File: config.mk
export PLATFORM = sky130hd
export DESIGN_NAME = blob_tracker_top
export DESIGN_NICKNAME = d
export VERILOG_FILES = /design/src/rtl/blob_pkg.sv /design/src/rtl/pixel_position.sv /design/src/rtl/color_mask.sv /design/src/rtl/seq_divider.sv /design/src/rtl/centroid_accum.sv /design/src/rtl/blob_tracker_top.sv
export SDC_FILE = /design/constraint.sdc
export NUM_CORES = 1
export LEC_CHECK = 0
export ABC_AREA = 1
export BUFFER_PORTS_ARGS = -buffer_cell sky130_fd_sc_hd__buf_2
export CORE_MARGIN = 4
export CORE_UTILIZATION = 60
export DETAILED_ROUTE_END_ITERATION = 10
export GPL_TIMING_DRIVEN = 0
export PLACE_DENSITY = 0.84
export RECOVER_POWER = 100
export SLEW_MARGIN = 30
export SYNTH_ARGS = -nofsm -noshare
export SYNTH_HDL_FRONTEND = slang
export SYNTH_SLANG_ARGS = --single-unit
File: constraint.sdc
create_clock -name clk_pixel -period 4.4 [get_ports clk_pixel]
set_input_delay 0.88 -clock clk_pixel [delete_from_list [all_inputs] [get_ports clk_pixel]]
set_output_delay 0.88 -clock clk_pixel [all_outputs]
set_load 0.1 [all_outputs]
File: src/rtl/blob_pkg.sv
`default_nettype none

package blob_pkg;

    // one colour sample from the camera stream
    localparam int COLOR_WIDTH = 8;
    typedef logic [COLOR_WIDTH-1:0] channel_t;

    // coordinate widths cover lines up to 1280 pixels and frames up to 720 lines
    localparam int X_WIDTH = 11;
    localparam int Y_WIDTH = 10;
    typedef logic [X_WIDTH-1:0] x_coord_t;
    typedef logic [Y_WIDTH-1:0] y_coord_t;

    // hit counter wide enough for every pixel of a 1280x720 frame
    localparam int COUNT_WIDTH = 20;
    typedef logic [COUNT_WIDTH-1:0] count_t;

    // coordinate sum over a full frame of hits
    // worst case is 1279 * 921600, which still fits in 32 bits
    localparam int SUM_WIDTH = 32;
    typedef logic [SUM_WIDTH-1:0] sum_t;

    // default frame geometry, matches the downscaled camera buffer
    localparam int DEFAULT_H_PIXELS = 320;
    localparam int DEFAULT_V_LINES = 180;

endpackage

`default_nettype wire

File: src/rtl/pixel_position.sv
`default_nettype none

module pixel_position #(
    parameter int H_PIXELS = blob_pkg::DEFAULT_H_PIXELS,
    parameter int V_LINES = blob_pkg::DEFAULT_V_LINES
) (
    input  logic               clk_pixel,
    input  logic               recent_reset,
    input  logic               pix_valid,
    input  logic               pix_sof,
    input  logic               pix_eol,
    input  logic               pix_eof,
    input  blob_pkg::channel_t pix_red,
    input  blob_pkg::channel_t pix_blue,
    output logic               pos_valid,
    output logic               pos_eof,
    output blob_pkg::x_coord_t pos_x,
    output blob_pkg::y_coord_t pos_y,
    output blob_pkg::channel_t pos_red,
    output blob_pkg::channel_t pos_blue
);
    import blob_pkg::*;

    // position of the next pixel expected on the stream
    x_coord_t col;
    y_coord_t row;

    // coordinates of the pixel currently on the input
    x_coord_t cur_x;
    y_coord_t cur_y;

    // sof forces the origin, so a frame never inherits stale counters
    assign cur_x = pix_sof ? '0 : col;
    assign cur_y = pix_sof ? '0 : row;

    always_ff @(posedge clk_pixel) begin
        if (recent_reset) begin
            col <= '0;
            row <= '0;
        end else if (pix_valid) begin
            if (pix_eof) begin
                col <= '0;
                row <= '0;
            end else if (pix_eol) begin
                // wrap to the start of the next line
                col <= '0;
                row <= cur_y + 1'b1;
            end else begin
                col <= cur_x + 1'b1;
                row <= cur_y;
            end
        end
    end

    // stage strobes
    always_ff @(posedge clk_pixel) begin
        if (recent_reset) begin
            pos_valid <= 1'b0;
            pos_eof   <= 1'b0;
        end else begin
            pos_valid <= pix_valid;
            pos_eof   <= pix_valid && pix_eof;
        end
    end

    // pixel payload travels with its coordinates
    always_ff @(posedge clk_pixel) begin
        if (pix_valid) begin
            pos_x    <= cur_x;
            pos_y    <= cur_y;
            pos_red  <= pix_red;
            pos_blue <= pix_blue;
        end
    end

    // a line longer than H_PIXELS means the source lost an eol
    assert property (@(posedge clk_pixel) disable iff (recent_reset)
        pix_valid && pix_eol |-> int'(cur_x) < H_PIXELS)
        else $error("eol beyond the last column");

    // eof has to land on the very last pixel of the frame
    assert property (@(posedge clk_pixel) disable iff (recent_reset)
        pix_valid && pix_eof |-> int'(cur_x) == H_PIXELS - 1 && int'(cur_y) == V_LINES - 1)
        else $error("eof not on the last pixel of the frame");

endmodule

`default_nettype wire

File: src/rtl/color_mask.sv
`default_nettype none

module color_mask (
    input  logic               clk_pixel,
    input  logic               recent_reset,
    input  logic               pos_valid,
    input  logic               pos_eof,
    input  blob_pkg::x_coord_t pos_x,
    input  blob_pkg::y_coord_t pos_y,
    input  blob_pkg::channel_t pos_red,
    input  blob_pkg::channel_t pos_blue,
    input  blob_pkg::channel_t lower_bound,
    input  blob_pkg::channel_t upper_bound,
    output logic               hit_valid,
    output logic               hit_eof,
    output logic               red_hit,
    output logic               blue_hit,
    output blob_pkg::x_coord_t hit_x,
    output blob_pkg::y_coord_t hit_y
);

    // both ends of the window count as a hit
    logic red_in_window;
    logic blue_in_window;

    assign red_in_window  = (pos_red >= lower_bound) && (pos_red <= upper_bound);
    assign blue_in_window = (pos_blue >= lower_bound) && (pos_blue <= upper_bound);

    always_ff @(posedge clk_pixel) begin
        if (recent_reset) begin
            hit_valid <= 1'b0;
            hit_eof   <= 1'b0;
        end else begin
            hit_valid <= pos_valid;
            hit_eof   <= pos_valid && pos_eof;
        end
    end

    // mask bits and coordinates stay aligned with hit_valid
    always_ff @(posedge clk_pixel) begin
        if (pos_valid) begin
            red_hit  <= red_in_window;
            blue_hit <= blue_in_window;
            hit_x    <= pos_x;
            hit_y    <= pos_y;
        end
    end

    // an inverted window silently masks every pixel of the frame
    assert property (@(posedge clk_pixel) disable iff (recent_reset)
        pos_valid |-> lower_bound <= upper_bound)
        else $error("threshold window inverted while pixels flow");

endmodule

`default_nettype wire

File: src/rtl/seq_divider.sv
`default_nettype none

module seq_divider #(
    parameter int DIVIDEND_WIDTH = 32,
    parameter int DIVISOR_WIDTH = 20
) (
    input  logic                      clk_pixel,
    input  logic                      recent_reset,
    input  logic                      start,
    input  logic [DIVIDEND_WIDTH-1:0] dividend,
    input  logic [DIVISOR_WIDTH-1:0]  divisor,
    output logic                      busy,
    output logic                      done,
    output logic [DIVIDEND_WIDTH-1:0] quotient
);

    localparam int StepWidth = $clog2(DIVIDEND_WIDTH + 1);

    // quotient bits still to produce
    logic [StepWidth-1:0] steps_left;

    // dividend bits shift out at the top, quotient bits shift in at the bottom
    logic [DIVIDEND_WIDTH-1:0] work;
    logic [DIVISOR_WIDTH-1:0]  rem;
    logic [DIVISOR_WIDTH-1:0]  dvsr;

    // partial remainder with the next dividend bit appended
    logic [DIVISOR_WIDTH:0] trial;
    logic [DIVISOR_WIDTH:0] diff;
    logic                   fits;

    assign trial = {rem, work[DIVIDEND_WIDTH-1]};
    assign diff  = trial - {1'b0, dvsr};
    assign fits  = trial >= {1'b0, dvsr};

    always_ff @(posedge clk_pixel) begin
        if (recent_reset) begin
            busy       <= 1'b0;
            done       <= 1'b0;
            steps_left <= '0;
            quotient   <= '0;
        end else begin
            done <= 1'b0;
            if (start) begin
                busy       <= 1'b1;
                steps_left <= StepWidth'(DIVIDEND_WIDTH);
            end else if (busy) begin
                if (steps_left != '0) begin
                    steps_left <= steps_left - 1'b1;
                end else begin
                    // extra finishing cycle publishes the result
                    busy     <= 1'b0;
                    done     <= 1'b1;
                    // a zero divisor would leave all ones, report zero instead
                    quotient <= (dvsr == '0) ? '0 : work;
                end
            end
        end
    end

    // shift-subtract datapath
    always_ff @(posedge clk_pixel) begin
        if (start) begin
            work <= dividend;
            rem  <= '0;
            dvsr <= divisor;
        end else if (busy && steps_left != '0) begin
            work <= {work[DIVIDEND_WIDTH-2:0], fits};
            // restore when the divisor does not fit
            rem  <= fits ? diff[DIVISOR_WIDTH-1:0] : trial[DIVISOR_WIDTH-1:0];
        end
    end

    // a restart in flight would corrupt the running division
    assert property (@(posedge clk_pixel) disable iff (recent_reset)
        start |-> !busy)
        else $error("divider started while busy");

endmodule

`default_nettype wire

File: src/rtl/centroid_accum.sv
`default_nettype none

module centroid_accum #(
    parameter int H_PIXELS = blob_pkg::DEFAULT_H_PIXELS,
    parameter int V_LINES = blob_pkg::DEFAULT_V_LINES
) (
    input  logic               clk_pixel,
    input  logic               recent_reset,
    input  logic               hit_valid,
    input  logic               hit_eof,
    input  logic               red_hit,
    input  logic               blue_hit,
    input  blob_pkg::x_coord_t hit_x,
    input  blob_pkg::y_coord_t hit_y,
    output blob_pkg::x_coord_t blob_x,
    output blob_pkg::y_coord_t blob_y,
    output blob_pkg::count_t   red_count,
    output blob_pkg::count_t   blue_count,
    output logic               blob_found,
    output logic               result_valid
);
    import blob_pkg::*;

    // running totals for the frame in progress
    sum_t   sum_x;
    sum_t   sum_y;
    count_t cnt_red;
    count_t cnt_blue;

    // running totals including the pixel on the input
    sum_t   next_sum_x;
    sum_t   next_sum_y;
    count_t next_red;
    count_t next_blue;

    // frozen totals of the last finished frame
    sum_t   tot_x;
    sum_t   tot_y;
    count_t tot_red;
    count_t tot_blue;

    // divider handshake
    logic div_start;
    logic div_busy_x;
    logic div_busy_y;
    logic div_done_x;
    logic div_done_y;
    sum_t quot_x;
    sum_t quot_y;

    always_comb begin
        next_sum_x = sum_x;
        next_sum_y = sum_y;
        next_red   = cnt_red;
        next_blue  = cnt_blue;
        // only red hits feed the centroid
        if (hit_valid && red_hit) begin
            next_sum_x = sum_x + sum_t'(hit_x);
            next_sum_y = sum_y + sum_t'(hit_y);
            next_red   = cnt_red + 1'b1;
        end
        if (hit_valid && blue_hit) begin
            next_blue = cnt_blue + 1'b1;
        end
    end

    always_ff @(posedge clk_pixel) begin
        if (recent_reset || (hit_valid && hit_eof)) begin
            // eof restarts accumulation for the next frame
            sum_x    <= '0;
            sum_y    <= '0;
            cnt_red  <= '0;
            cnt_blue <= '0;
        end else begin
            sum_x    <= next_sum_x;
            sum_y    <= next_sum_y;
            cnt_red  <= next_red;
            cnt_blue <= next_blue;
        end
    end

    // totals hold through the division
    always_ff @(posedge clk_pixel) begin
        if (hit_valid && hit_eof) begin
            tot_x    <= next_sum_x;
            tot_y    <= next_sum_y;
            tot_red  <= next_red;
            tot_blue <= next_blue;
        end
    end

    // kick both dividers one cycle after the totals are frozen
    always_ff @(posedge clk_pixel) begin
        if (recent_reset) begin
            div_start <= 1'b0;
        end else begin
            div_start <= hit_valid && hit_eof;
        end
    end

    seq_divider #(
        .DIVIDEND_WIDTH(SUM_WIDTH),
        .DIVISOR_WIDTH(COUNT_WIDTH)
    ) u_div_x (
        .clk_pixel(clk_pixel),
        .recent_reset(recent_reset),
        .start(div_start),
        .dividend(tot_x),
        .divisor(tot_red),
        .busy(div_busy_x),
        .done(div_done_x),
        .quotient(quot_x)
    );

    seq_divider #(
        .DIVIDEND_WIDTH(SUM_WIDTH),
        .DIVISOR_WIDTH(COUNT_WIDTH)
    ) u_div_y (
        .clk_pixel(clk_pixel),
        .recent_reset(recent_reset),
        .start(div_start),
        .dividend(tot_y),
        .divisor(tot_red),
        .busy(div_busy_y),
        .done(div_done_y),
        .quotient(quot_y)
    );

    // results hold until the next frame completes
    always_ff @(posedge clk_pixel) begin
        if (recent_reset) begin
            blob_x       <= '0;
            blob_y       <= '0;
            red_count    <= '0;
            blue_count   <= '0;
            blob_found   <= 1'b0;
            result_valid <= 1'b0;
        end else begin
            result_valid <= 1'b0;
            if (div_done_x && div_done_y) begin
                // a mean coordinate always fits the coordinate width
                blob_x       <= quot_x[X_WIDTH-1:0];
                blob_y       <= quot_y[Y_WIDTH-1:0];
                red_count    <= tot_red;
                blue_count   <= tot_blue;
                blob_found   <= tot_red != '0;
                result_valid <= 1'b1;
            end
        end
    end

    // no back-pressure, so a frame must not end while a division is pending
    assert property (@(posedge clk_pixel) disable iff (recent_reset)
        hit_valid && hit_eof |-> !(div_start || div_busy_x || div_busy_y))
        else $error("frame ended while the dividers were busy");

    // mean of in-frame coordinates stays inside the frame
    assert property (@(posedge clk_pixel) disable iff (recent_reset)
        div_done_x |-> quot_x < H_PIXELS && quot_y < V_LINES)
        else $error("centroid outside the frame");

endmodule

`default_nettype wire

File: src/rtl/blob_tracker_top.sv
`default_nettype none

module blob_tracker_top #(
    parameter int H_PIXELS = blob_pkg::DEFAULT_H_PIXELS,
    parameter int V_LINES = blob_pkg::DEFAULT_V_LINES
) (
    input  logic               clk_pixel,
    input  logic               recent_reset,
    // pixel stream
    input  logic               pix_valid,
    input  blob_pkg::channel_t pix_red,
    input  blob_pkg::channel_t pix_blue,
    input  logic               pix_sof,
    input  logic               pix_eol,
    input  logic               pix_eof,
    // shared threshold window for red and blue
    input  blob_pkg::channel_t lower_bound,
    input  blob_pkg::channel_t upper_bound,
    // per-frame results
    output blob_pkg::x_coord_t blob_x,
    output blob_pkg::y_coord_t blob_y,
    output blob_pkg::count_t   red_count,
    output blob_pkg::count_t   blue_count,
    output logic               blob_found,
    output logic               result_valid
);
    import blob_pkg::*;

    // position stage outputs
    logic     pos_valid;
    logic     pos_eof;
    x_coord_t pos_x;
    y_coord_t pos_y;
    channel_t pos_red;
    channel_t pos_blue;

    // mask stage outputs
    logic     hit_valid;
    logic     hit_eof;
    logic     red_hit;
    logic     blue_hit;
    x_coord_t hit_x;
    y_coord_t hit_y;

    pixel_position #(
        .H_PIXELS(H_PIXELS),
        .V_LINES(V_LINES)
    ) u_pixel_position (
        .clk_pixel(clk_pixel),
        .recent_reset(recent_reset),
        .pix_valid(pix_valid),
        .pix_sof(pix_sof),
        .pix_eol(pix_eol),
        .pix_eof(pix_eof),
        .pix_red(pix_red),
        .pix_blue(pix_blue),
        .pos_valid(pos_valid),
        .pos_eof(pos_eof),
        .pos_x(pos_x),
        .pos_y(pos_y),
        .pos_red(pos_red),
        .pos_blue(pos_blue)
    );

    // red and blue share one window, as the two thresholders did
    color_mask u_color_mask (
        .clk_pixel(clk_pixel),
        .recent_reset(recent_reset),
        .pos_valid(pos_valid),
        .pos_eof(pos_eof),
        .pos_x(pos_x),
        .pos_y(pos_y),
        .pos_red(pos_red),
        .pos_blue(pos_blue),
        .lower_bound(lower_bound),
        .upper_bound(upper_bound),
        .hit_valid(hit_valid),
        .hit_eof(hit_eof),
        .red_hit(red_hit),
        .blue_hit(blue_hit),
        .hit_x(hit_x),
        .hit_y(hit_y)
    );

    centroid_accum #(
        .H_PIXELS(H_PIXELS),
        .V_LINES(V_LINES)
    ) u_centroid_accum (
        .clk_pixel(clk_pixel),
        .recent_reset(recent_reset),
        .hit_valid(hit_valid),
        .hit_eof(hit_eof),
        .red_hit(red_hit),
        .blue_hit(blue_hit),
        .hit_x(hit_x),
        .hit_y(hit_y),
        .blob_x(blob_x),
        .blob_y(blob_y),
        .red_count(red_count),
        .blue_count(blue_count),
        .blob_found(blob_found),
        .result_valid(result_valid)
    );

endmodule

`default_nettype wire

Yosys cells after proc, flatten, opt, wreduce, memory -nomap -nowiden
Cells that the tools add are included.
Widths: inputs -> output; s select.
Storage, ports and cells
  register bits: 518
  bits of input ports: 38
  output and inout bits: 63
  word-level logic and storage cells: 128
Cells by class
  add/subtract/negate cells: 10
  $lt $le $gt $ge: 6
  mux-type cells: 33
  bitwise operators: 5
  reduce and logical (&&, ||, !) cells: 30
Operator list (number)
  $mux 32: 6
  $mux 20: 4
  $mux 11: 4
  $ge 21x20->1: 2
  $add 20x1->20 const B: 2
  $mux 10: 4
  $sub 20x20->20: 2
  $mux 6: 6
  $add 32x10->32: 1
  $add 32x11->32: 1
  $logic_not 20->1: 1
  $reduce_bool 20->1: 1
  $ge 8x8->1: 2
  $le 8x8->1: 2
  $reduce_bool 2->1: 6
  $reduce_bool 6->1: 2
  $sub 6x1->6 const B: 2
  $add 11x1->11 const B: 1
  $add 10x1->10 const B: 1
  $logic_and 1x1->1: 10
  $mux 1: 9
  $reduce_and 2->1: 4
  $reduce_and 3->1: 2
  $reduce_or 3->1: 2
  other kinds (3): 7

Longest topological paths before layout
  depth after elaboration: 4
  mapped depth: 15
  mapped depth without buffers: 14

Modules after synthesis
A second synthesis with hierarchy kept.
Unflattened totals
  cells, all modules: 3478
  area total of the unflattened synthesis: 28193.3 µm²
By module, submodules not included
  centroid_accum: instances 1, cells an instance 1496, area each 12129.1 µm², seq. area each 6486.2 µm²
  seq_divider: instances 2, cells an instance 784, area each 5970.7 µm², seq. area each 2762.6 µm²
  pixel_position: instances 1, cells an instance 254, area each 2566.2 µm², seq. area each 1571.5 µm²
  color_mask: instances 1, cells an instance 160, area each 1556.5 µm², seq. area each 730.7 µm²

Worst setup path before layout
OpenSTA, ideal clock, no wires.
  kind: register -> register
  start: register u_color_mask.hit_valid
  end: register u_centroid_accum.sum_x[25]
  library setup time: 0.128 ns
  arrival: 3.599 ns
  required time: 4.272 ns
  slack: 0.674 ns
  cell stages (with the launch flop): 8
  buffers on the path: 2
  period minus slack after synthesis: 3.726 ns
  cell sequence: dfxtp_1 -> nand2_1 -> inv_1 -> nor2_1 -> inv_2 -> buf_2 -> buf_1 -> nor2_1
On the way
  cells in the longest elaborated chain, start to end: 2
  elaborated cells between the ends (all ways): 4
  classes of those cells: mux: 1; reduce/logical: 3
RTL lines
  start: declaration: RTL line color_mask.sv:14  | output logic hit_valid,
  start signal: assignment: RTL line color_mask.sv:34  | hit_valid <= pos_valid;
  $logic_and 1x1->1, on equally long branches: RTL line centroid_accum.sv:57, centroid_accum.sv:68
  $mux 32 or $logic_or 1x1->1 (tied branches): RTL line centroid_accum.sv:57, centroid_accum.sv:68
  end signal: assignment: RTL line centroid_accum.sv:75  | sum_x <= next_sum_x;
  end: declaration: RTL line centroid_accum.sv:25  | sum_t sum_x;
Parallel ways exist; a longest one is shown, timed or not.
A chain may end at the register's enable or synchronous reset.

Worst setup path after layout
  start: input port recent_reset
  end: register u_centroid_accum.sum_x[30]
On the way
  cells in the longest elaborated chain, start to end: 1
RTL lines
  start: declaration: RTL line blob_tracker_top.sv:8  | input logic recent_reset,
  $logic_or 1x1->1: RTL line centroid_accum.sv:68  | if (recent_reset || (hit_valid && hit_eof)) begin
Every way passes these cells.

==> results.yml <==
cts:
  ctsResizeCount: 0
  cts_tree: "built"
  post_cts_buffers: 0
  clock-root-buffer: "clkbuf_16"
  cts_num_sinks: 518
  htree_levels: 2
  hold_buffers: 0
  clock_latency_ns: 0.60
  clkTransAtPathRegs_ns: 0.06
  cts_buffers: 52
  clockBufferDepth: 3
global_routing:
  grt_max_degree: 75
  grt_pass1_vias: 20800
  grt_antenna_before_repair: 0
  grt_first_pass_wirelength_mm: 100
  grt_use_total: 0.271
  grt-ovfl-total: 0
logic_synthesis:
  seq_area_frac_synth: 0.509
  ys_warn_count: 0
  syn_avg_cell_area_um2: 8.01
  yosysTopAreaCell: "edfxtp_1"
  synth_area_um2: 25200
  netlist_instances: 3150
  syn_nets: 3292
  synth_top_area_frac: 0.295
  synth-edff-count: 248
  async_flop_share: 0
  yosys-top-cells-count: "877 x nand2_1, 427 x inv_1, 328 x nor2_1"
  synthTopCellsByArea: "edfxtp_1 30%, dfxtp_1 21%, nand2_1 13%"
  ys.flop_type: "dfxtp_1"
  synth.most_common_cell: "nand2_1"
  ys_types: 46
  yosys_register_bits: 518
sta:
  hold_viol_final: 0
  tightest_slew_ns: 1.95
  drv_slew: 75
  setup_viol_count_final: 0
  period_minus_slack_ns: 3.10
  rsz0062_at_grt: "no"
  setup_slack_ns: 1.30
  whs_ns: 0.419
  fmax_mhz: 322
  skew_ns: 0.0136
  min_period_over_period: 0.705
  slew_headroom: -0.298
placed_design:
  place.gp.congestion: 0.977
  dp_hpwl_mm: 45.2
  dpl_worst_slack_ns: 1.18
  portBuffers: 98
  placedCellCount: 3781
detailed_routing:
  routedWlPerCell_um: 16.0
  drt_wl_total_mm: 62.1
  drc_errors: 0
  dr.pass1.iters: 6
  drt_iter0_markers: 1663
  drtAntennaViolNets: 0
  viasPerCell: 5.47
  num_vias: 21200
final_layout:
  fin_nets: 3445
  area_growth_pct: 10.7
  post-route-util: 0.678
  drive_above_1_share: 0.0502
  n_antenna_cell: 0
  instances_no_fill: 3878
critical_path:
  reg2reg_from: "u_centroid_accum.div_start$_SDFF_PP0_"
  worstSetupStartpoint: "recent_reset"
  regToRegSetupSlack_ns: 1.33
  r2r_cells: 3
  critPathRequiredTime_ns: 4.85
  critPathKind: "in2reg"
  reg2reg_to: "u_centroid_accum.u_div_x.work[0]$_DFFE_PP_"
  critPathMaxFanout: 10
  cp.arrival_ns: 3.56
  crit_path_end_kind: "register"
  cp-start-kind: "input pin"
power:
  p_leak_nw: 12.7
  pwr_density_cell_nw_per_um2: 360
  fin_total_pwr_mw: 10.1
  peakVddDrop_mv: 0.346
worst_hold_path:
  whs_endpoint: "u_color_mask.hit_x[7]$_DFFE_PP_"
  hold_path.class: "reg2reg"
  hold_depth: 0
  hold_path_startpoint: "u_pixel_position.pos_x[7]$_DFFE_PP_"
job:
  maxCapViolCount: 1
floorplanning:
  std_cell_rows: 74
  die_y_um: 213
  core_area_um2: 41200
  die_w_um: 213
  start_util: 0.613
  io_pins: 101
  dieArea_um2: 45400
run_status:
  outcome: "complete, but fails checks"
  violations: "capacitance limit, slew limit"
[cell type report]
class,count,area (um^2)
Buffer,89,358
Clock buffer,69,1480
Clock inverter,28,234
Fill cell,3244,13300
Inverter,444,1670
Multi-Input combinational cell,2099,10300
Sequential cell,518,12900
Tap cell,532,666
Timing Repair Buffer,99,417
[state kept, by name (all words and copies together) (netlist names), 32 cells and up]
register and flops:
u_centroid_accum.sum_y 32, u_centroid_accum.u_div_x.work 32, u_centroid_accum.sum_x 32, u_centroid_accum.u_div_y.work 32
u_centroid_accum.tot_y 32, u_centroid_accum.tot_x 32
[worst max-delay path by stage]
stage	endpoint	slack, ns	depth (start not counted)
2_1_floorplan	u_centroid_accum.sum_x[25]$_SDFF_PP0_	0.67	7
3_3_place_gp	u_centroid_accum.sum_x[25]$_SDFF_PP0_	-1.62	7
3_5_place_dp	u_pixel_position.col[8]$_SDFFE_PP0P_	1.18	8
6_report	u_centroid_accum.sum_x[30]$_SDFF_PP0_	1.30	6
4_1_cts	u_centroid_accum.u_div_x.work[22]$_DFFE_PP_	1.61	3
5_1_grt	u_centroid_accum.u_div_x.work[0]$_DFFE_PP_	1.18	3
[cell usage in the layout, fill, tap and decap left out, types with 4 or more instances in the layout]
cell type / instances
xnor2_1: 24
nor4_1: 11
fa_1: 4
clkinv_2: 12
a21oi_1: 153
or2_2: 14
edfxtp_1: 248
nand2_1: 880
inv_1: 431
ha_1: 100
dfxtp_1: 270
inv_2: 7
nand2_2: 4
o21ai_0: 137
nand4_1: 46
clkbuf_16: 53
clkinv_1: 9
clkbuf_8: 9
nor3_1: 42
clkbuf_1: 144
o211ai_1: 4
buf_2: 42
or2_0: 4
nand3b_1: 22
nand3_1: 241
inv_6: 4
buf_4: 4
and2_0: 5
buf_1: 4
xor2_1: 36
nor2_1: 339
[through the flow]
step / area (um^2) / TNS (ns)
6_report: 27900 / 0
3_5_place_dp: 26400 / 0
4_1_cts: 28100 / 0
3_3_place_gp: 26400 / -129.35
5_1_grt: 27900 / 0
2_1_floorplan: 25200 / 0
[worst max-delay path, cell delays in order]
cell and delay, ns:
clkbuf_1 0.52, nor2_1 0.37, inv_1 0.39, clkbuf_1 0.69, clkbuf_1 0.57, nor2_1 0.12
[where the power goes]
part	switching (mW)	leakage (nW)	internal (mW)
Clock	1.91	0.846	2.50
Sequential	0.0383	4.49	5.08
Combinational	0.352	7.37	0.187
Total	2.30	12.7	7.77
[logic make-up (layout without fill, tap and decap cells)]
group	count (synthesis)	after routing	share of synthesized area
flip-flops	518	518	0.509
XOR/XNOR	60	60	0.0208
AO/OA/AOI/OAI	317	317	0.0653
AND/OR/NAND/NOR	1618	1618	0.271
buffers and inverters	533	729	0.0810
adder cells (fa/ha/maj)	104	104	0.0527
[per-layer routing]
layer,global-route usage,vias to the layer above,wire (um),part of all wire
met5,0,-,0,0
met4,0.140,0,3170,0.051
met3,0.0473,185,4130,0.067
met2,0.460,698,29800,0.48
met1,0.334,9864,25000,0.40
li1,-,10500,-,-
Power figures use the tool's default switching activity.
